`src/design/mips_pkg.sv`:
```
package mips_pkg;

	////////////////////
	// Sizes
	////////////////////

	// Data and instruction word
	localparam int word_w = 32;
	// Word address into the unified memory
	localparam int addr_w = 8;
	localparam int mem_depth = 256;
	// Register index
	localparam int reg_addr_w = 5;

	////////////////////
	// Arbiter requesters
	////////////////////

	// Bit positions in req, grant and rvalid, lowest index wins
	localparam int req_host = 0;
	localparam int req_data = 1;
	localparam int req_fetch = 2;
	localparam int req_n = 3;

	////////////////////
	// Encodings
	////////////////////

	// Primary opcode field, instr[31:26]
	typedef enum logic [5:0] {
		op_rtype = 6'd0,
		op_beq = 6'd4,
		op_lw = 6'd35,
		op_sw = 6'd43,
		op_halt = 6'd63
	} opcode_e;

	// R-type funct field, instr[5:0]
	typedef enum logic [5:0] {
		fn_add = 6'd32,
		fn_sub = 6'd34,
		fn_and = 6'd36,
		fn_or = 6'd37,
		fn_slt = 6'd42
	} funct_e;

	// ALUOp group from the decoder
	typedef enum logic [1:0] {
		aluop_add = 2'b00,
		aluop_sub = 2'b01,
		aluop_funct = 2'b10
	} aluop_e;

	// Execute unit sequencer
	typedef enum logic [1:0] {
		st_idle,
		st_exec,
		st_mem,
		st_wb
	} exec_state_e;

endpackage

```
`src/design/mem_arbiter.sv`:
```
`timescale 1ns/1ps

module mem_arbiter (
	input logic clk,
	input logic rst,
	input logic [mips_pkg::req_n-1:0] req,
	// Host loader
	input logic host_we,
	input logic [mips_pkg::addr_w-1:0] host_addr,
	input logic [mips_pkg::word_w-1:0] host_wdata,
	// Execute unit data access
	input logic data_we,
	input logic [mips_pkg::addr_w-1:0] data_addr,
	input logic [mips_pkg::word_w-1:0] data_wdata,
	// Instruction prefetch
	input logic fetch_we,
	input logic [mips_pkg::addr_w-1:0] fetch_addr,
	input logic [mips_pkg::word_w-1:0] fetch_wdata,
	output logic [mips_pkg::req_n-1:0] grant,
	output logic [mips_pkg::req_n-1:0] rvalid,
	// Memory side
	output logic mem_en,
	output logic mem_we,
	output logic [mips_pkg::addr_w-1:0] mem_addr,
	output logic [mips_pkg::word_w-1:0] mem_wdata,
	input logic [mips_pkg::word_w-1:0] mem_rdata,
	output logic [mips_pkg::word_w-1:0] rdata
);

	// One-hot owner of the read in flight
	logic [mips_pkg::req_n-1:0] rd_owner;

	////////////////////
	// Fixed priority
	////////////////////

	always_comb begin
		grant = '0;
		mem_we = 1'b0;
		mem_addr = fetch_addr;
		mem_wdata = fetch_wdata;
		if (req[mips_pkg::req_host]) begin
			grant[mips_pkg::req_host] = 1'b1;
			mem_we = host_we;
			mem_addr = host_addr;
			mem_wdata = host_wdata;
		end else if (req[mips_pkg::req_data]) begin
			grant[mips_pkg::req_data] = 1'b1;
			mem_we = data_we;
			mem_addr = data_addr;
			mem_wdata = data_wdata;
		end else if (req[mips_pkg::req_fetch]) begin
			// Lowest priority, waits out the other two
			grant[mips_pkg::req_fetch] = 1'b1;
			mem_we = fetch_we;
		end
	end

	// Any request gets the port this cycle
	assign mem_en = |req;

	////////////////////
	// Read return
	////////////////////

	always_ff @(posedge clk) begin
		if (rst) begin
			rd_owner <= '0;
		end else begin
			// Only reads come back
			rd_owner <= grant & {mips_pkg::req_n{~mem_we}};
		end
	end

	assign rvalid = rd_owner;
	assign rdata = mem_rdata;

endmodule

```
`config.mk`:
```
export PLATFORM = sky130hd
export DESIGN_NAME = mem_arbiter
export DESIGN_NICKNAME = d
export VERILOG_FILES = /design/src/design/mips_pkg.sv /design/src/design/mem_arbiter.sv
export SDC_FILE = /design/constraint.sdc
export NUM_CORES = 1
export LEC_CHECK = 0
export BUFFER_PORTS_ARGS = -buffer_cell sky130_fd_sc_hd__buf_2
export CAP_MARGIN = 0
export CORE_AREA = 2 2 93 95
export CTS_BUF_LIST = sky130_fd_sc_hd__clkbuf_8
export CTS_CLUSTER_DIAMETER = 200
export DETAILED_ROUTE_END_ITERATION = 10
export DIE_AREA = 0 0 95 97
export SETUP_SLACK_MARGIN = 0.15
export SLEW_MARGIN = 20
export SYNTH_ARGS = -nofsm -noshare
export SYNTH_HDL_FRONTEND = slang
export SYNTH_SLANG_ARGS = --single-unit
```
`constraint.sdc`:
```
create_clock -name clk -period 0.8 [get_ports clk]
set_clock_uncertainty 0.05 [all_clocks]
set_input_delay 0.08 -clock clk [delete_from_list [all_inputs] [get_ports clk]]
set_output_delay 0.08 -clock clk [all_outputs]
set_load 0.01 [all_outputs]
```
==> impl_metrics.tcl <==
set metrics [dict create \
    synth_nets 340 \
    cap_violations 0 \
    fin_crit_ns 0.9472 \
    hpwl_um 4331 \
    n_antenna_cell 0 \
    crit_required_ns 0.67 \
    drc_errors 0 \
    drt_iter0_drc 16 \
    relSlewSlack_pct 85.00 \
    num_rows 33 \
    worstSetupPathType "input port to primary output" \
    hold_depth 2 \
    cts_made_buffers 3 \
    ant_nets 0 \
    dp_slack_ns -0.2306 \
    critPathMaxFanout 10 \
    htreeDepth 1 \
    comb_power_share_pct 68.8 \
    synthToLayoutAreaGrowth_pct 84.46 \
    portBuffers 175 \
    die_h_um 97 \
    antenna_found_initial 0 \
    clock_sinks 3 \
    async_flop_share_pct 0 \
    core_area_um2 8134 \
    worstMarginPinSlew_ns 0.2246 \
    p_clk_share_pct 22.7 \
    tns_ns -4.344 \
    finalWorstSetupSlack_ns -0.1472 \
    switching_share_pct 35.83 \
    clock_path_buffers 2 \
    timing.final.crit_share_pct 118.4 \
    internal_power_w 0.001186 \
    largest_reg_flops 3 \
    synth_edf_count 0 \
    violations "negative setup slack" \
    powerDensity_nw_per_um2 782.6 \
    end_kind "primary output" \
    status "complete, but fails checks" \
    power.switching_w 0.0006620 \
    hold_class "input port to flip-flop" \
    io_pins 240 \
    drt-wirelength-per-cell_um 13.08 \
    grt_start_max_net_pins 33 \
    syn-instance-count 180 \
    worstHoldEndpoint "rvalid[2]" \
    root_buffer "clkbuf_8" \
    wirelength_um 5663 \
    tritoncts "built" \
    ys_seq_elements 3 \
    first_pass_iters 4 \
    ys_seq_area_share_pct 4.692 \
    via_per_inst 4.090 \
    die_w_um 95 \
    seqPwrFrac_pct 8.5 \
    hold_viol 0 \
    rsz0062_at_grt "true" \
    fin_area_um2 2361 \
    die_area_um2 9215 \
    yosysUniqueCellTypes 15 \
    drive_gt1_share_pct 64.33 \
    track_usage_pct 11.03 \
    hp-start "fetch_we" \
    critPathLaunchType "input port" \
    yosysWarnings 0 \
    grt_pass1_wl_um 7790 \
    peakVddDrop_mv 0.4690 \
    postSynthAreaPerCell_um2 7.111 \
    maxSlewViolCount 0 \
    worstPathArrival_ns 0.82 \
    initial_core_util_pct 15.74 \
    synthFlopType "dfxtp_1" \
    cts.clk_slew.worst_paths_ns 0.03 \
    num-fill-cells 879 \
    syn_area_um2 1280 \
    grt_overflow 0 \
    finalSetupViolCount 45 \
    fin_nets 489 \
    p_leak_nw 1.329 \
    grt_pass1_vias 1652 \
    num_vias 1771 \
    fmax_mhz 1056 \
    gp_congestion 0.7533 \
    place_area_um2 2013 \
]
## how the worst max path moves through the flow
stage	slack, ns	end	from	cells past startpoint
after floorplan	-0.003	mem_we	req[1]	4
after global placement	-0.23	mem_en	req[1]	4
after detailed placement	-0.23	mem_en	req[1]	4
after CTS	-0.15	mem_en	req[0]	4
after global routing	-0.19	mem_addr[5]	req[1]	5
final	-0.15	mem_wdata[1]	req[1]	5
## timing repair
action | 4_1_cts | 5_1_grt
pin swaps | 5 | 9
setup buffers | 2 | 1
hold buffers | 0 | 0
endpoints found under the setup margin | 50 | 50
gates cloned | 4 | 1
resized for setup | 27 | 11
## logic make-up after synthesis
family	Yosys count	synth area share [%]
AO/OA/AOI/OAI	42	16.42
buffers and inverters	47	30.30
flip-flops	3	4.692
multiplexers	40	31.28
AND/OR/NAND/NOR	48	17.30
## metrics by stage
| step | util (%) | cells | power [W] | hold WS, ns |
|---|---|---|---|---|
| floorplan | - | 180 | 0.0008683 | 0.09875 |
| global placement | 24.75 | 421 | 0.001216 | 0.1101 |
| detailed placement | 24.75 | 421 | 0.001238 | 0.1101 |
| CTS | 27.95 | 431 | 0.001823 | 0.02708 |
| global route | 29.03 | 433 | 0.002007 | 0.03134 |
| finish | 29.03 | 433 | 0.001848 | 0.03449 |
## placed cells by master, fill, tap and decap left out, drive strengths merged
master / count
nor2b: 2
or3: 1
a21oi: 2
and2b: 1
inv: 1
buf: 190
mux2i: 40
dfxtp: 3
nand3b: 1
o21ai: 40
clkbuf: 4
nor3b: 3
nand2: 40
## worst max-delay path: stages
cell and delay [ns]:
buf_16 0.13, buf_16 0.15, mux2i_2 0.23, o21ai_2 0.08
buf_2 0.14
## synth_stat cells (2+ instances only)
master | instances | share of area (%)
buf_4 | 35 | 21
nor3b_2 | 3 | 2.9
buf_12 | 4 | 6.3
mux2i_1 | 40 | 31
dfxtp_1 | 3 | 4.7
a21oi_1 | 2 | 0.78
o21ai_1 | 40 | 16
nand2_1 | 40 | 12
buf_2 | 6 | 2.3
nor2b_1 | 2 | 0.98
## layer usage
layer  up-vias  global-route usage, %  part of all wire [%]
met5         -                      0                     0
met4         0                  3.790                   2.7
met3        24                  2.103                    10
met2       105                  21.60                    52
met1       754                  11.22                    35
li1        888                      -                     -
## power by group through the flow
| stage | Clock [W] | Combinational [W] | Sequential [W] |
|---|---|---|---|
| after floorplan | 0 | 0.000708 | 0.000160 |
| after global placement | 0 | 0.00106 | 0.000158 |
| after detailed placement | 0 | 0.00108 | 0.000158 |
| after CTS | 0.000437 | 0.00123 | 0.000157 |
| after global routing | 0.000465 | 0.00138 | 0.000158 |
| final | 0.000419 | 0.00127 | 0.000157 |
## final cells by class
type / instances / area, µm² / area share [%]
Clock buffer: 3 / 41.29 / 1.749
Clock inverter: 1 / 3.754 / 0.1590
Multi-Input combinational cell: 130 / 917.1 / 38.84
Sequential cell: 3 / 61.31 / 2.597
Tap cell: 105 / 131.4 / 5.564
Timing Repair Buffer: 191 / 1206 / 51.09
Note: power is estimated with default switching activity, not from simulation.
