**src/design/mips_pkg.sv**
```systemverilog
package mips_pkg;

	////////////////////
	// Sizes
	////////////////////

	// Data and instruction word
	localparam int word_w = 32;
	// Word address into the unified memory
	localparam int addr_w = 8;
	localparam int mem_depth = 256;
	// Register index
	localparam int reg_addr_w = 5;

	////////////////////
	// Arbiter requesters
	////////////////////

	// Bit positions in req, grant and rvalid, lowest index wins
	localparam int req_host = 0;
	localparam int req_data = 1;
	localparam int req_fetch = 2;
	localparam int req_n = 3;

	////////////////////
	// Encodings
	////////////////////

	// Primary opcode field, instr[31:26]
	typedef enum logic [5:0] {
		op_rtype = 6'd0,
		op_beq = 6'd4,
		op_lw = 6'd35,
		op_sw = 6'd43,
		op_halt = 6'd63
	} opcode_e;

	// R-type funct field, instr[5:0]
	typedef enum logic [5:0] {
		fn_add = 6'd32,
		fn_sub = 6'd34,
		fn_and = 6'd36,
		fn_or = 6'd37,
		fn_slt = 6'd42
	} funct_e;

	// ALUOp group from the decoder
	typedef enum logic [1:0] {
		aluop_add = 2'b00,
		aluop_sub = 2'b01,
		aluop_funct = 2'b10
	} aluop_e;

	// Execute unit sequencer
	typedef enum logic [1:0] {
		st_idle,
		st_exec,
		st_mem,
		st_wb
	} exec_state_e;

endpackage

```
**src/design/fetch_unit.sv**
```systemverilog
`timescale 1ns/1ps

module fetch_unit (
	input logic clk,
	input logic rst,
	input logic halted,
	input logic branch_taken,
	input logic [mips_pkg::addr_w-1:0] branch_target,
	input logic instr_take,
	// Arbiter side
	input logic grant,
	input logic rvalid,
	input logic [mips_pkg::word_w-1:0] rdata,
	output logic req,
	output logic [mips_pkg::addr_w-1:0] addr,
	// Execute side
	output logic [mips_pkg::word_w-1:0] instr,
	output logic [mips_pkg::addr_w-1:0] instr_pc,
	output logic instr_valid
);

	logic [mips_pkg::addr_w-1:0] pc;
	// Address of the read in flight
	logic [mips_pkg::addr_w-1:0] pend_pc;
	logic pending;
	// Read in flight belongs to a dropped path
	logic stale;
	logic buf_valid;
	logic flush;

	// Taken branch or stopped core empties the pipe
	assign flush = branch_taken | halted;

	// Next fetch once the buffer frees up
	assign req = !halted && !pending && (!buf_valid || instr_take);
	assign addr = pc;

	always_ff @(posedge clk) begin
		if (rst) begin
			pc <= '0;
			pending <= 1'b0;
			stale <= 1'b0;
			buf_valid <= 1'b0;
		end else begin
			// Execute consumed the buffer
			if (instr_take) begin
				buf_valid <= 1'b0;
			end
			// Read return
			if (rvalid) begin
				pending <= 1'b0;
				stale <= 1'b0;
				if (!stale && !flush) begin
					buf_valid <= 1'b1;
				end
			end
			// Read issued
			if (grant) begin
				pending <= 1'b1;
				pc <= pc + 1'b1;
				stale <= flush;
			end
			// Redirect overrides the increment
			if (flush) begin
				buf_valid <= 1'b0;
				if (pending && !rvalid) begin
					stale <= 1'b1;
				end
				// Restart from 0 after run
				pc <= halted ? '0 : branch_target;
			end
		end
	end

	// Buffer payload
	always_ff @(posedge clk) begin
		if (grant) begin
			pend_pc <= pc;
		end
		if (rvalid && !stale) begin
			instr <= rdata;
			instr_pc <= pend_pc;
		end
	end

	assign instr_valid = buf_valid;

endmodule

```
**config.mk**
```make
export PLATFORM = sky130hd
export DESIGN_NAME = fetch_unit
export DESIGN_NICKNAME = d
export VERILOG_FILES = /design/src/design/mips_pkg.sv /design/src/design/fetch_unit.sv
export SDC_FILE = /design/constraint.sdc
export NUM_CORES = 1
export LEC_CHECK = 0
export BUFFER_PORTS_ARGS = -buffer_cell sky130_fd_sc_hd__buf_2
export CAP_MARGIN = 30
export CORE_AREA = 5 5 75 77
export CTS_CLUSTER_SIZE = 8
export DETAILED_ROUTE_END_ITERATION = 16
export DIE_AREA = 0 0 80 82
export MAX_ROUTING_LAYER = met4
export PLACE_DENSITY = 0.76
export SYNTH_ARGS = -nofsm -noshare
export SYNTH_HDL_FRONTEND = slang
export SYNTH_SLANG_ARGS = --single-unit
```
**constraint.sdc**
```tcl
create_clock -name clk -period 3.5 [get_ports clk]
set_input_delay 0.525 -clock clk [delete_from_list [all_inputs] [get_ports clk]]
set_output_delay 0.525 -clock clk [all_outputs]
set_load 0.005 [all_outputs]
```
==> results of run 1 <==
-- Yosys cell counts (all sizes together) (2+ instances only) --
library cell	number
edfxtp	48
a21oi	3
and3	2
xnor2	2
nor3	6
buf	4
o21ai	6
nor2b	5
nand2b	4
and2	2
dfxtp	11
o211a	2
inv	4
and3b	2
o311ai	3
nand2	5
nor2	3
nand3	2
-- flip-flops by register name, summed over array words and instances (netlist names) --
name         cells
pending          1
instr           32
pend_pc          8
stale            1
instr_pc         8
addr             8
instr_valid      1
-- per-layer routing --
metal / track usage / part of all wire / routed length [um]
met1: 0.171 / 0.44 / 1930
met2: 0.223 / 0.42 / 1860
met3: 0.0581 / 0.12 / 542
met4: 0.0608 / 0.010 / 45
met5: - / 0 / 0
-- where the power goes --
part / internal [mW] / switching [mW] / total (mW)
Combinational: 0.0563 / 0.0564 / 0.113
Clock: 0.246 / 0.248 / 0.493
Sequential: 0.803 / 0.0131 / 0.816
-- per-stage QoR --
stage / setup slack (ns) / total power, mW / hold slack (ns) / area [sq um] / util
floorplan: 0.712 / 0.874 / 0.400 / 2150 / -
global route: 1.82 / 1.49 / 0.346 / 2880 / 0.582
finish: 1.94 / 1.42 / 0.373 / 2880 / 0.582
global placement: 1.63 / 0.937 / 0.406 / 2690 / 0.544
detailed placement: 1.87 / 0.945 / 0.407 / 2720 / 0.550
CTS: 1.93 / 1.44 / 0.350 / 2880 / 0.582
-- worst register-to-register path, cell delays in order, from the launching register on --
cell and delay (ns):
sky130_fd_sc_hd__dfxtp_1 0.33, sky130_fd_sc_hd__nor2b_4 0.41, sky130_fd_sc_hd__buf_16 0.24
-- final cells by class --
class,count,share of cell area
clock inverter,6,0.0117
timing repair buffer,97,0.177
multi-input combinational,64,0.155
tap,70,0.0304
sequential,59,0.578
clock buffer,9,0.0431
inverter,4,0.00522
-- cells by family (layout without fill, tap and decap cells) --
kind of cell,Yosys count,after routing,synth area share
buf+inv,8,116,0.0233
compound gates,22,22,0.0745
simple gates,39,39,0.116
xor+xnor,2,2,0.00815
flops,59,59,0.773
fa+ha+maj,1,1,0.00582
-- path summary, 6_finish.rpt --
kind,start,endpoint,slack (ns)
setup / recovery,halted,req,1.94
hold / removal,rdata[23],instr[23],0.37
setup reg to reg,stale,instr[30],2.22
hold reg to reg,pend_pc[0],instr_pc[0],0.42
==> flow_summary.html, run 1 <==
<table>
<tr><th>Metric</th><th>Value</th></tr>
<tr><th colspan="2">Outcome</th></tr>
<tr><td>Status</td><td>completed</td></tr>
<tr><th colspan="2">Logic synthesis</th></tr>
<tr><td>Cell types occupying the most area after synthesis</td><td>sky130_fd_sc_hd__edfxtp_1 (67%), sky130_fd_sc_hd__dfxtp_1 (10%), sky130_fd_sc_hd__nor2b_1 (1.5%)</td></tr>
<tr><td>Most frequently used flop master after synthesis</td><td>sky130_fd_sc_hd__edfxtp_1</td></tr>
<tr><td>Area share of the leading cell type in the synthesized netlist</td><td>0.670</td></tr>
<tr><td>Fraction of registers with async set or reset after synthesis</td><td>0</td></tr>
<tr><td>Cells after synthesis</td><td>131</td></tr>
<tr><td>Count of flip-flops with a built-in enable after synthesis</td><td>48</td></tr>
<tr><td>Synth area leader</td><td>sky130_fd_sc_hd__edfxtp_1</td></tr>
<tr><td>Flip-flop and latch count after synthesis</td><td>59</td></tr>
<tr><td>Total number of yosys warnings</td><td>0</td></tr>
<tr><td>Mean area per synthesized cell</td><td>between 15 and 20 sq um</td></tr>
<tr><td>Cell area after synthesis</td><td>2150 sq um</td></tr>
<tr><td>Number of distinct standard cells referenced by the synthesized netlist</td><td>41</td></tr>
<tr><td>Post-synthesis sequential area ratio</td><td>0.773</td></tr>
<tr><td>Net count after synthesis</td><td>between 150 and 200</td></tr>
<tr><th colspan="2">Floorplanning</th></tr>
<tr><td>Count of boundary I/O pins</td><td>97</td></tr>
<tr><td>Die Width</td><td>80 um</td></tr>
<tr><td>Die extent in y</td><td>82 um</td></tr>
<tr><td>Die footprint</td><td>6560 sq um</td></tr>
<tr><td>Row count</td><td>26</td></tr>
<tr><td>Area of the core region</td><td>4940 sq um</td></tr>
<tr><td>Initial cell density of the core</td><td>0.435</td></tr>
<tr><th colspan="2">Place</th></tr>
<tr><td># port buffers</td><td>96</td></tr>
<tr><td>Total half-perimeter wirelength after legalization and detailed placement</td><td>3240 um</td></tr>
<tr><td>Placed Cells incl. Taps</td><td>294</td></tr>
<tr><td>Routability congestion estimate</td><td>0.789</td></tr>
<tr><th colspan="2">Timing</th></tr>
<tr><td>Maximum clock skew at final layout</td><td>0.00665 ns</td></tr>
<tr><td>Final Cycle Share</td><td>0.447</td></tr>
<tr><td>Final critical delay including setup and external delays</td><td>~1.6 ns</td></tr>
<tr><td>RSZ-0062 raised after global routing</td><td>false</td></tr>
<tr><td>Final sum of negative setup slack</td><td>0 ns</td></tr>
<tr><td>Slew at the pin closest to its max-slew limit</td><td>around 0.49 ns</td></tr>
<tr><td>Achievable frequency</td><td>0.639 GHz</td></tr>
<tr><td>Max-slew violation count</td><td>0</td></tr>
<tr><td>Setup violators final</td><td>0</td></tr>
<tr><td>Fin. Hold Viols</td><td>0</td></tr>
<tr><td>Max_slew headroom</td><td>0.675</td></tr>
<tr><th colspan="2">Detailed routing</th></tr>
<tr><td>Total wire length after detailed routing</td><td>4390 um</td></tr>
<tr><td>Initial DRC Count</td><td>57</td></tr>
<tr><td>Residual DRC</td><td>0</td></tr>
<tr><td>Detail-routed via count per cell</td><td>4.80</td></tr>
<tr><td>Routed length per instance</td><td>14.2 um</td></tr>
<tr><td>Final ANT Viol Nets</td><td>0</td></tr>
<tr><td>First-pass iteration count of the detailed router</td><td>5</td></tr>
<tr><td>Detailed-route via count</td><td>1,483</td></tr>
<tr><th colspan="2">Finish</th></tr>
<tr><td>Share of cells above drive strength 1</td><td>0.485</td></tr>
<tr><td>Antenna cells</td><td>0</td></tr>
<tr><td>Footprint of the multi-input gates</td><td>447 sq um</td></tr>
<tr><td>P&amp;R area growth vs syn</td><td>33.7%</td></tr>
<tr><td>Commonest cells after routing, fill and taps aside</td><td>sky130_fd_sc_hd__buf_2 (96), sky130_fd_sc_hd__edfxtp_1 (48), sky130_fd_sc_hd__dfxtp_1 (11)</td></tr>
<tr><td>Final non-filler cell total</td><td>309</td></tr>
<tr><td>Leading cell type in the layout, fill and taps excluded</td><td>sky130_fd_sc_hd__buf_2</td></tr>
<tr><td>Register area</td><td>around 1700 sq um</td></tr>
<tr><td>Fill cell instance count of the final layout</td><td>412</td></tr>
<tr><td>Count of nets after finishing</td><td>around 280</td></tr>
<tr><th colspan="2">Setup path</th></tr>
<tr><td>Critical path peak fanout</td><td>12</td></tr>
<tr><td>Depth of the most critical reg-to-reg path</td><td>2</td></tr>
<tr><td>Family of cells with the greatest summed delay on the critical path</td><td>buffers and inverters</td></tr>
<tr><td>Worst path cell trace</td><td>buf_2 &gt; nor3_1 &gt; buf_2</td></tr>
<tr><td>Data required time of the critical path</td><td>between 2 and 3 ns</td></tr>
<tr><td>Combined buffer and inverter count along the critical path</td><td>2</td></tr>
<tr><td>CP Launch Type</td><td>primary input</td></tr>
<tr><td>Critical-path top delay cell</td><td>sky130_fd_sc_hd__nor3_1</td></tr>
<tr><td>Data arrival time of the critical path</td><td>1.04 ns</td></tr>
<tr><td>Worst Setup End Kind</td><td>primary output</td></tr>
<tr><td>Delay of the slowest cell on the worst path</td><td>0.19 ns</td></tr>
<tr><td>Most common cell on crit path</td><td>sky130_fd_sc_hd__buf_2</td></tr>
<tr><td>Logic depth of the worst setup path including buffers</td><td>3</td></tr>
<tr><td>Worst setup path class</td><td>primary input to primary output</td></tr>
<tr><th colspan="2">Pwr</th></tr>
<tr><td>Leakage</td><td>around 1.2 nW</td></tr>
<tr><td>Worst vdd ir</td><td>216 uV</td></tr>
<tr><td>Total power per unit cell area</td><td>494 nW/um^2</td></tr>
<tr><th colspan="2">Clock tree</th></tr>
<tr><td>Clock-pin transition on the worst setup and hold timing paths</td><td>0.06 ns</td></tr>
<tr><td>Htree depth</td><td>3</td></tr>
<tr><td>Root buffer selected by CTS</td><td>sky130_fd_sc_hd__clkbuf_8</td></tr>
<tr><td>Deepest clock path buffer count</td><td>2</td></tr>
<tr><td>Clock latency on the worst-skew pair</td><td>0.32 ns</td></tr>
<tr><td>Total number of clock tree sinks</td><td>59</td></tr>
<tr><td>Num CTS Buffers</td><td>9</td></tr>
<tr><td>Total setup buffers inserted after CTS</td><td>0</td></tr>
<tr><td>TritonCTS clock tree</td><td>built</td></tr>
<tr><td>Post-cts repair resize count</td><td>0</td></tr>
<tr><td>Post-CTS Hold Buffers</td><td>0</td></tr>
<tr><th colspan="2">Global routing</th></tr>
<tr><td>Antenna violations before repair</td><td>0</td></tr>
<tr><td>Overflow left after global routing</td><td>0</td></tr>
<tr><td>Global-route wire length before repair</td><td>6910 um</td></tr>
<tr><td>Global-route total usage across every layer</td><td>0.145</td></tr>
<tr><td>Pin count of the biggest net entering global routing</td><td>27</td></tr>
<tr><td>Number of global-route vias before repair</td><td>1,435</td></tr>
<tr><th colspan="2">Worst hold path</th></tr>
<tr><td>Hold crit path type</td><td>primary input to flop</td></tr>
<tr><td>Worst hold stages</td><td>1</td></tr>
<tr><th colspan="2">Job</th></tr>
<tr><td>Number of maximum-capacitance violations</td><td>0</td></tr>
</table>
Note: power is estimated with default switching activity, not from simulation.
==> run 2, diff against run 1 <==
- ABC_AREA: unset -> 1
- CORE_AREA: 5 5 75 77 -> 5 5 74 76
- DIE_AREA: 0 0 80 82 -> 0 0 79 81
- PLACE_DENSITY: 0.76 -> 0.78
- clock period: 3.5 -> 1.5 ns (I/O delays scaled with it)
==> run 2 against run 1 <==
  * Synthesized cell count rose by 12%
  * Sequential cell count did not move
  * Count of clock-buffer cells in the layout rose by 1
  * Register-to-register slack got worse by 1.9 ns
  * Cell count rose by 0.97%
  * Critical path depth fell by 2
  * Setup slack got worse by 1.7 ns
  * Via count fell by 0.61%
  * Worst hold slack got worse by 0.29 ns
==> flow_summary.html, run 2 <==
<table>
<tr><th>Metric</th><th>Value</th></tr>
<tr><th colspan="2">Global routing</th></tr>
<tr><td>Overflow left after global routing</td><td>0 (unchanged)</td></tr>
<tr><td>Antenna violations before repair</td><td>0 (unchanged)</td></tr>
<tr><td>Pin count of the biggest net entering global routing</td><td>41 (was 27)</td></tr>
<tr><td>Number of global-route vias before repair</td><td>1,453 (was 1,435)</td></tr>
<tr><td>Global-route total usage across every layer</td><td>0.137 (was 0.145)</td></tr>
<tr><td>Global-route wire length before repair</td><td>6410 um (was 6910 um)</td></tr>
<tr><th colspan="2">Detailed routing</th></tr>
<tr><td>Final ANT Viol Nets</td><td>0 (unchanged)</td></tr>
<tr><td>Residual DRC</td><td>0 (unchanged)</td></tr>
<tr><td>Uppermost signal routing layer after detailed routing</td><td>met3 (was met4)</td></tr>
<tr><td>Detailed-route via count</td><td>1,474 (was 1,483)</td></tr>
<tr><td>Initial DRC Count</td><td>51 (was 57)</td></tr>
<tr><td>Total wire length after detailed routing</td><td>4240 um (was 4390 um)</td></tr>
<tr><td>Met3 Routed Length</td><td>450 um (was 542 um)</td></tr>
<tr><td>Detailed-routed wire length on met2</td><td>1970 um (was 1860 um)</td></tr>
<tr><td>Detail-routed via count per cell</td><td>4.72 (was 4.80)</td></tr>
<tr><td>Routed length per instance</td><td>13.6 um (was 14.2 um)</td></tr>
<tr><td>First-pass iteration count of the detailed router</td><td>4 (was 5)</td></tr>
<tr><td>Post-Route M1 WL</td><td>1820 um (was 1930 um)</td></tr>
<tr><th colspan="2">Setup path</th></tr>
<tr><td>Critical path peak fanout</td><td>10 (was 12)</td></tr>
<tr><td>Combined buffer and inverter count along the critical path</td><td>1 (was 2)</td></tr>
<tr><td>Worst Setup End Kind</td><td>primary output (unchanged)</td></tr>
<tr><td>Critical-path top delay cell</td><td>sky130_fd_sc_hd__dfxtp_1 (was sky130_fd_sc_hd__nor3_1)</td></tr>
<tr><td>Worst path cell trace</td><td>buf_2 (was buf_2 &gt; nor3_1 &gt; buf_2)</td></tr>
<tr><td>Data arrival time of the critical path</td><td>1.01 ns (was 1.04 ns)</td></tr>
<tr><td>Data required time of the critical path</td><td>1.27 ns (was 2.97 ns)</td></tr>
<tr><td>Delay of the slowest cell on the worst path</td><td>0.52 ns (was 0.19 ns)</td></tr>
<tr><td>Worst setup path class</td><td>flop to primary output (was primary input to primary output)</td></tr>
<tr><td>CP Launch Type</td><td>flop (was primary input)</td></tr>
<tr><td>Family of cells with the greatest summed delay on the critical path</td><td>flip-flops (was buffers and inverters)</td></tr>
<tr><th colspan="2">Pwr</th></tr>
<tr><td>Clock power share</td><td>0.374 (was 0.347)</td></tr>
<tr><td>Internal power of the cells</td><td>2.76 mW (was 1.10 mW)</td></tr>
<tr><td>Leakage</td><td>1.21 nW (about the same)</td></tr>
<tr><td>Final Total Pwr</td><td>3.50 mW (was 1.42 mW)</td></tr>
<tr><td>Worst vdd ir</td><td>475 uV (was 216 uV)</td></tr>
<tr><td>Switching power total</td><td>0.734 mW (was 0.317 mW)</td></tr>
<tr><td>Total power per unit cell area</td><td>1220 nW/um^2 (was 494 nW/um^2)</td></tr>
<tr><td>Proportion of total power due to net switching</td><td>0.210 (was 0.223)</td></tr>
<tr><td>Logic gate share of total power</td><td>0.077 (was 0.079)</td></tr>
<tr><td>Portion of total power attributed to sequential cells</td><td>0.550 (was 0.574)</td></tr>
<tr><th colspan="2">Timing</th></tr>
<tr><td>Hold Slack</td><td>0.0812 ns (was 0.373 ns)</td></tr>
<tr><td>Max-slew violation count</td><td>0 (unchanged)</td></tr>
<tr><td>Maximum clock skew at final layout</td><td>0.00766 ns (was 0.00665 ns)</td></tr>
<tr><td>Max_slew headroom</td><td>0.777 (was 0.675)</td></tr>
<tr><td>Achievable frequency</td><td>between 0.8 and 0.9 GHz</td></tr>
<tr><td>Final Cycle Share</td><td>0.823</td></tr>
<tr><td>Slew at the pin closest to its max-slew limit</td><td>0.334 ns (was 0.487 ns)</td></tr>
<tr><td>Setup violators final</td><td>0 (unchanged)</td></tr>
<tr><td>Final critical delay including setup and external delays</td><td>1.23 ns</td></tr>
<tr><td>Fin. Hold Viols</td><td>0 (unchanged)</td></tr>
<tr><td>Final sum of negative setup slack</td><td>0 ns (unchanged)</td></tr>
<tr><td>RSZ-0062 raised after global routing</td><td>false (unchanged)</td></tr>
<tr><th colspan="2">Clock tree</th></tr>
<tr><td>Total number of clock tree sinks</td><td>59 (unchanged)</td></tr>
<tr><td>Post-cts repair resize count</td><td>0 (unchanged)</td></tr>
<tr><td>Root buffer selected by CTS</td><td>sky130_fd_sc_hd__clkbuf_8 (unchanged)</td></tr>
<tr><td>Post-CTS Hold Buffers</td><td>0 (unchanged)</td></tr>
<tr><td>Num CTS Buffers</td><td>9 (unchanged)</td></tr>
<tr><td>Deepest clock path buffer count</td><td>2 (unchanged)</td></tr>
<tr><td>TritonCTS clock tree</td><td>built (unchanged)</td></tr>
<tr><td>Htree depth</td><td>3 (unchanged)</td></tr>
<tr><td>Clock-pin transition on the worst setup and hold timing paths</td><td>0.06 ns (about the same)</td></tr>
<tr><td>Total setup buffers inserted after CTS</td><td>0 (unchanged)</td></tr>
<tr><td>Clock latency on the worst-skew pair</td><td>0.31 ns (was 0.32 ns)</td></tr>
<tr><th colspan="2">Floorplanning</th></tr>
<tr><td>Row count</td><td>25 (was 26)</td></tr>
<tr><td>Die Width</td><td>79 um (was 80 um)</td></tr>
<tr><td>Die footprint</td><td>6400 sq um (was 6560 sq um)</td></tr>
<tr><td>Die extent in y</td><td>81 um (was 82 um)</td></tr>
<tr><td>Count of boundary I/O pins</td><td>97 (unchanged)</td></tr>
<tr><td>Initial cell density of the core</td><td>0.455 (was 0.435)</td></tr>
<tr><td>Area of the core region</td><td>4660 sq um (was 4940 sq um)</td></tr>
<tr><th colspan="2">Worst hold path</th></tr>
<tr><td>Hold crit path type</td><td>primary input to flop (unchanged)</td></tr>
<tr><th colspan="2">Finish</th></tr>
<tr><td>Flip-flop count of the largest register after layout</td><td>32 (unchanged)</td></tr>
<tr><td>Antenna cells</td><td>0 (unchanged)</td></tr>
<tr><td>Final non-filler cell total</td><td>312 (was 309)</td></tr>
<tr><td>P&amp;R area growth vs syn</td><td>34.9% (was 33.7%)</td></tr>
<tr><td>Register ranked first by flip-flop count</td><td>instr (unchanged)</td></tr>
<tr><td>Count of nets after finishing</td><td>301 (was 283)</td></tr>
<tr><td>Share of cells above drive strength 1</td><td>0.477 (was 0.485)</td></tr>
<tr><td>Commonest cells after routing, fill and taps aside</td><td>sky130_fd_sc_hd__buf_2 (96), sky130_fd_sc_hd__edfxtp_1 (48), sky130_fd_sc_hd__nand2_1 (23) (was sky130_fd_sc_hd__buf_2 (96), sky130_fd_sc_hd__edfxtp_1 (48), sky130_fd_sc_hd__dfxtp_1 (11))</td></tr>
<tr><td>Leading cell type in the layout, fill and taps excluded</td><td>sky130_fd_sc_hd__buf_2 (unchanged)</td></tr>
<tr><td>Core occupancy in the finished layout</td><td>0.614 (was 0.582)</td></tr>
<tr><th colspan="2">Logic synthesis</th></tr>
<tr><td>Flip-flop and latch count after synthesis</td><td>59 (unchanged)</td></tr>
<tr><td>Cells after synthesis</td><td>147 (was 131)</td></tr>
<tr><td>Post-synthesis sequential area ratio</td><td>0.784 (was 0.773)</td></tr>
<tr><td>Fraction of registers with async set or reset after synthesis</td><td>0 (unchanged)</td></tr>
<tr><td>Count of flip-flops with a built-in enable after synthesis</td><td>48 (unchanged)</td></tr>
<tr><td>Cell types occupying the most area after synthesis</td><td>sky130_fd_sc_hd__edfxtp_1 (68%), sky130_fd_sc_hd__dfxtp_1 (10%), sky130_fd_sc_hd__nand2_1 (4.1%) (was sky130_fd_sc_hd__edfxtp_1 (67%), sky130_fd_sc_hd__dfxtp_1 (10%), sky130_fd_sc_hd__nor2b_1 (1.5%))</td></tr>
<tr><td>Synth area leader</td><td>sky130_fd_sc_hd__edfxtp_1 (unchanged)</td></tr>
<tr><td>Cell area after synthesis</td><td>2120 sq um (was 2150 sq um)</td></tr>
<tr><td>Total number of yosys warnings</td><td>0 (unchanged)</td></tr>
<tr><td>Net count after synthesis</td><td>195 (was 179)</td></tr>
<tr><td>Most frequent cells after synthesis</td><td>sky130_fd_sc_hd__edfxtp_1 (48), sky130_fd_sc_hd__nand2_1 (23), sky130_fd_sc_hd__dfxtp_1 (11), sky130_fd_sc_hd__inv_1 (11), sky130_fd_sc_hd__a21oi_1 (8) (was sky130_fd_sc_hd__edfxtp_1 (48), sky130_fd_sc_hd__dfxtp_1 (11), sky130_fd_sc_hd__nand2_1 (5), sky130_fd_sc_hd__nor2b_1 (5), sky130_fd_sc_hd__nor3_1 (5))</td></tr>
<tr><td>Area share of the leading cell type in the synthesized netlist</td><td>0.680 (was 0.670)</td></tr>
<tr><td>Most frequently used flop master after synthesis</td><td>sky130_fd_sc_hd__edfxtp_1 (unchanged)</td></tr>
<tr><td>Library cell with the highest instance count after synthesis</td><td>sky130_fd_sc_hd__edfxtp_1 (unchanged)</td></tr>
<tr><td>Mean area per synthesized cell</td><td>14.4 sq um (was 16.4 sq um)</td></tr>
<tr><td>Number of distinct standard cells referenced by the synthesized netlist</td><td>22 (was 41)</td></tr>
<tr><th colspan="2">Job</th></tr>
<tr><td>Number of maximum-capacitance violations</td><td>0 (unchanged)</td></tr>
<tr><th colspan="2">Place</th></tr>
<tr><td>Placed Cells incl. Taps</td><td>296 (was 294)</td></tr>
<tr><td>Routability congestion estimate</td><td>0.904 (was 0.789)</td></tr>
<tr><td># port buffers</td><td>96 (unchanged)</td></tr>
<tr><td>Total half-perimeter wirelength after legalization and detailed placement</td><td>3190 um (was 3240 um)</td></tr>
<tr><th colspan="2">Outcome</th></tr>
<tr><td>Status</td><td>completed (unchanged)</td></tr>
</table>
-- run 2: cell count changes after synthesis, moves of 3 or more --
cell,change
sky130_fd_sc_hd__inv_1,+7
sky130_fd_sc_hd__nor2b_1,-5
sky130_fd_sc_hd__nor2_1,+5
sky130_fd_sc_hd__nand2b_1,-4
sky130_fd_sc_hd__a21oi_1,+5
sky130_fd_sc_hd__nand2_1,+18
sky130_fd_sc_hd__nand3_1,+5
sky130_fd_sc_hd__nor3_1,-5
sky130_fd_sc_hd__o21ai_0,+4
sky130_fd_sc_hd__o311ai_1,-3
-- run 2: final timing paths --
path         startpoint     endpoint  cells past startpoint  slack (ns)
max             addr[2]      addr[2]                      1        0.27
min           rdata[15]    instr[15]                      1        0.08
max reg2reg     addr[0]      addr[4]                      5        0.29
min reg2reg  pend_pc[4]  instr_pc[4]                      0        0.42
-- run 2: layout make-up --
class	count	area [sq um]
Multi-Input combinational cell	73	398
Timing Repair Buffer	97	500
Clock buffer	10	128
Fill cell	365	1800
Clock inverter	6	56.3
Tap cell	54	67.6
Sequential cell	59	1660
Inverter	13	48.8
-- run 2: logic make-up (layout without fill, tap and decap cells) --
group | count (synthesis) | after routing | synth area share
flops | 59 | 59 | 0.784
simple gates | 45 | 45 | 0.106
compound gates | 27 | 27 | 0.0726
buf+inv | 15 | 126 | 0.0319
fa+ha+maj | 1 | 1 | 0.00590
-- run 2: layer usage --
metal,vias up,GRT usage
met5,-,-
met4,0,0.0464
met3,0,0.0588
met2,79,0.230
met1,658,0.147
li1,737,-
-- run 2: power by group through the flow --
stage	clock (mW)	combinational [mW]	sequential, mW
3_3_place_gp	0	0.266	1.95
5_1_grt	1.42	0.297	1.93
3_5_place_dp	0	0.273	1.96
6_report	1.31	0.268	1.92
2_1_floorplan	0	0.0917	1.96
4_1_cts	1.35	0.274	1.92
-- run 2: metrics by stage --
stage          setup slack, ns  area, sq um
2_1_floorplan            0.149         2130
3_3_place_gp             0.369         2680
3_5_place_dp             0.322         2680
4_1_cts                  0.236         2860
5_1_grt                  0.127         2860
6_report                 0.266         2860
==> run 3, diff against run 2 <==
- ABC_AREA: 1 -> 0
- CORE_AREA: 5 5 74 76 -> 5 5 79 81
- DIE_AREA: 0 0 79 81 -> 0 0 84 86
- PLACE_DENSITY: 0.78 -> 0.72
- clock period: 1.5 -> 1 ns (I/O delays scaled with it)
==> run 3 against run 2 <==
  * The flow now finishes with violations (negative setup slack)
  * Critical path depth increased by 2
  * Combinational power increased by 130%
  * Highest routed layer is now met4
  * Total power increased by 63%
  * Routed wire length increased by 39%
  * Cell area increased by 26%
  * Count of clock-buffer cells in the layout decreased by 1
  * Via count increased by 18%
  * Sequential cell count unchanged
  * Sequential share of layout area decreased by 11 points
==> flow_summary.html, run 3 (synthesis results as in run 1) <==
<table>
<tr><th>Metric</th><th>Value</th></tr>
<tr><th colspan="2">Timing</th></tr>
<tr><td>Slew at the pin closest to its max-slew limit</td><td>0.319 ns (was 0.334 ns)</td></tr>
<tr><td>Min setup slack post-route</td><td>-0.169 ns (was 0.266 ns)</td></tr>
<tr><td>Setup violators final</td><td>18 (was 0)</td></tr>
<tr><td>Final Cycle Share</td><td>1.17</td></tr>
<tr><td>Hold Slack</td><td>0.0789 ns (was 0.0812 ns)</td></tr>
<tr><td>Max-slew violation count</td><td>0 (unchanged)</td></tr>
<tr><td>Max_slew headroom</td><td>0.784 (was 0.777)</td></tr>
<tr><td>Fin. Hold Viols</td><td>0 (unchanged)</td></tr>
<tr><td>Maximum clock skew at final layout</td><td>0.00688 ns (was 0.00766 ns)</td></tr>
<tr><td>Achievable frequency</td><td>0.855 GHz</td></tr>
<tr><td>Final critical delay including setup and external delays</td><td>1.17 ns</td></tr>
<tr><td>RSZ-0062 raised after global routing</td><td>true (was false)</td></tr>
<tr><th colspan="2">Finish</th></tr>
<tr><td>Share of cells above drive strength 1</td><td>0.553 (was 0.477)</td></tr>
<tr><td>Antenna cells</td><td>0 (unchanged)</td></tr>
<tr><td>Flip-flop count of the largest register after layout</td><td>32 (unchanged)</td></tr>
<tr><td>Count of nets after finishing</td><td>337 (was 301)</td></tr>
<tr><td>P&amp;R area growth vs syn</td><td>67.5% (was 34.9%)</td></tr>
<tr><td>Commonest cells after routing, fill and taps aside</td><td>sky130_fd_sc_hd__buf_2 (88), sky130_fd_sc_hd__edfxtp_1 (48), sky130_fd_sc_hd__dlygate4sd3_1 (32) (was sky130_fd_sc_hd__buf_2 (96), sky130_fd_sc_hd__edfxtp_1 (48), sky130_fd_sc_hd__nand2_1 (23))</td></tr>
<tr><td>Register ranked first by flip-flop count</td><td>instr (unchanged)</td></tr>
<tr><td>Leading cell type in the layout, fill and taps excluded</td><td>sky130_fd_sc_hd__buf_2 (unchanged)</td></tr>
<tr><th colspan="2">Detailed routing</th></tr>
<tr><td>Residual DRC</td><td>0 (unchanged)</td></tr>
<tr><td>Routed length per instance</td><td>16.1 um (was 13.6 um)</td></tr>
<tr><td>Final ANT Viol Nets</td><td>0 (unchanged)</td></tr>
<tr><td>First-pass iteration count of the detailed router</td><td>4 (unchanged)</td></tr>
<tr><td>Detail-routed via count per cell</td><td>4.78 (was 4.72)</td></tr>
<tr><td>Detailed-route via count</td><td>1,746 (was 1,474)</td></tr>
<tr><td>Initial DRC Count</td><td>81 (was 51)</td></tr>
<tr><td>Total wire length after detailed routing</td><td>5890 um (was 4240 um)</td></tr>
<tr><th colspan="2">Pwr</th></tr>
<tr><td>Leakage</td><td>1.51 nW (was 1.21 nW)</td></tr>
<tr><td>Total power per unit cell area</td><td>1580 nW/um^2 (was 1220 nW/um^2)</td></tr>
<tr><td>Worst vdd ir</td><td>1410 uV (was 475 uV)</td></tr>
<tr><th colspan="2">Worst hold path</th></tr>
<tr><td>Hold crit path type</td><td>primary input to flop (unchanged)</td></tr>
<tr><td>Worst hold stages</td><td>3 (was 1)</td></tr>
<tr><th colspan="2">Floorplanning</th></tr>
<tr><td>Die footprint</td><td>7220 sq um (was 6400 sq um)</td></tr>
<tr><td>Initial cell density of the core</td><td>0.398 (was 0.455)</td></tr>
<tr><td>Area of the core region</td><td>5410 sq um (was 4660 sq um)</td></tr>
<tr><td>Count of boundary I/O pins</td><td>97 (unchanged)</td></tr>
<tr><td>Die extent in y</td><td>86 um (was 81 um)</td></tr>
<tr><td>Row count</td><td>27 (was 25)</td></tr>
<tr><td>Die Width</td><td>84 um (was 79 um)</td></tr>
<tr><th colspan="2">Global routing</th></tr>
<tr><td>Met1 usage in global routing</td><td>0.202 (was 0.147)</td></tr>
<tr><td>Overflow left after global routing</td><td>0 (unchanged)</td></tr>
<tr><td>Global-route total usage across every layer</td><td>0.172 (was 0.137)</td></tr>
<tr><td>Met2 capacity usage during global routing</td><td>0.274 (was 0.230)</td></tr>
<tr><td>Pin count of the biggest net entering global routing</td><td>31 (was 41)</td></tr>
<tr><td>Antenna violations before repair</td><td>0 (unchanged)</td></tr>
<tr><td>Met3 Resource Use GR</td><td>0.0663 (was 0.0588)</td></tr>
<tr><td>Number of global-route vias before repair</td><td>1,737 (was 1,453)</td></tr>
<tr><td>Global-route wire length before repair</td><td>9310 um (was 6410 um)</td></tr>
<tr><td>Most used routing layer</td><td>met2 (unchanged)</td></tr>
<tr><th colspan="2">Place</th></tr>
<tr><td># port buffers</td><td>96 (unchanged)</td></tr>
<tr><td>Routability congestion estimate</td><td>0.813 (was 0.904)</td></tr>
<tr><td>Total half-perimeter wirelength after legalization and detailed placement</td><td>3540 um (was 3190 um)</td></tr>
<tr><td>Pre-CTS setup slack</td><td>-0.0545 ns (was 0.322 ns)</td></tr>
<tr><th colspan="2">Clock tree</th></tr>
<tr><td>Num CTS Buffers</td><td>9 (unchanged)</td></tr>
<tr><td>Deepest clock path buffer count</td><td>2 (unchanged)</td></tr>
<tr><td>Htree depth</td><td>3 (unchanged)</td></tr>
<tr><td>Clock-pin transition on the worst setup and hold timing paths</td><td>0.07 ns (was 0.06 ns)</td></tr>
<tr><td>Clock latency on the worst-skew pair</td><td>0.32 ns (was 0.31 ns)</td></tr>
<tr><td>Total number of clock tree sinks</td><td>59 (unchanged)</td></tr>
<tr><td>TritonCTS clock tree</td><td>built (unchanged)</td></tr>
<tr><td>Root buffer selected by CTS</td><td>sky130_fd_sc_hd__clkbuf_8 (unchanged)</td></tr>
<tr><th colspan="2">Setup path</th></tr>
<tr><td>FF-to-FF setup slack</td><td>-0.09 ns (was 0.29 ns)</td></tr>
<tr><td>Depth of the most critical reg-to-reg path</td><td>4 (was 5)</td></tr>
<tr><td>Critical path peak fanout</td><td>2 (was 10)</td></tr>
<tr><td>Worst Setup End Kind</td><td>primary output (unchanged)</td></tr>
<tr><td>Data arrival time of the critical path</td><td>1.02 ns (was 1.01 ns)</td></tr>
<tr><td>Data required time of the critical path</td><td>0.85 ns (was 1.27 ns)</td></tr>
<tr><td>Worst setup path class</td><td>flop to primary output (unchanged)</td></tr>
<tr><td>CP Launch Type</td><td>flop (unchanged)</td></tr>
<tr><th colspan="2">Job</th></tr>
<tr><td>Number of maximum-capacitance violations</td><td>0 (unchanged)</td></tr>
<tr><th colspan="2">Outcome</th></tr>
<tr><td>Failing checks</td><td>negative setup slack</td></tr>
<tr><td>Status</td><td>finished with violations (was completed)</td></tr>
</table>
run 3: changes by cell type in the layout (fill, tap and decap cells not counted), sizes merged, moves of 6 or more:
cell / change
nand2: -21
inv: -9
a21oi: -7
buf: +22
o21ai: -7
nor2: -7
dlygate4sd3: +32
nor3: +6
run 3: cell type report:
class                      count  area [sq um]
clock inverter                 6          81.3
inverter                       4          15.0
clock buffer                   9           124
multi-input combinational     64           524
timing repair buffer         151          1080
tap                           72          90.1
sequential                    59          1690
fill                         387          1800
run 3: metrics by stage:
stage	std cells	setup TNS (ns)	util	total power, mW	area, sq um
final	365	-0.802	0.667	5.70	3600
after CTS	365	-0.795	0.654	5.72	3540
after global routing	365	-2.40	0.667	5.96	3600
after detailed placement	312	-0.110	0.531	3.36	2870
after global placement	312	-0.0475	0.531	3.35	2870
after floorplan	131	-14.13	-	3.06	2180
run 3: where the power goes:
group	total [mW]	leakage, nW	internal (mW)	switching, mW
clock	2.24	0.103	1.37	0.867
sequential	2.85	0.564	2.80	0.0483
combinational	0.614	0.844	0.350	0.264
total	5.70	1.51	4.52	1.18
run 3: path summary, 6_finish.rpt:
kind                          from     endpoint
hold / removal    branch_target[1]      addr[1]
hold reg to reg         pend_pc[7]  instr_pc[7]
setup / recovery       instr_valid          req
setup reg to reg           addr[1]      addr[1]
run 3: layer usage:
layer / routed length [um] / vias up
met2: 2770 / 114
met5: 0 / -
met4: 23 / 0
met1: 2510 / 808
met3: 594 / 2
li1: - / 822
run 3: worst max-delay path, stage by stage, from the launching register on:
cell,delay [ns]
sky130_fd_sc_hd__dfxtp_2,0.32
sky130_fd_sc_hd__nor2b_4,0.12
sky130_fd_sc_hd__nor3_2,0.13
sky130_fd_sc_hd__buf_2,0.13
run 3: what timing repair did:
action,CTS,global route
cloned,0,0
setup buffers,6,0
pin swaps,1,2
setup endpoints to repair,16,61
resized for setup,26,15
hold buffers,32,0
endpoints found under the hold margin,32,0
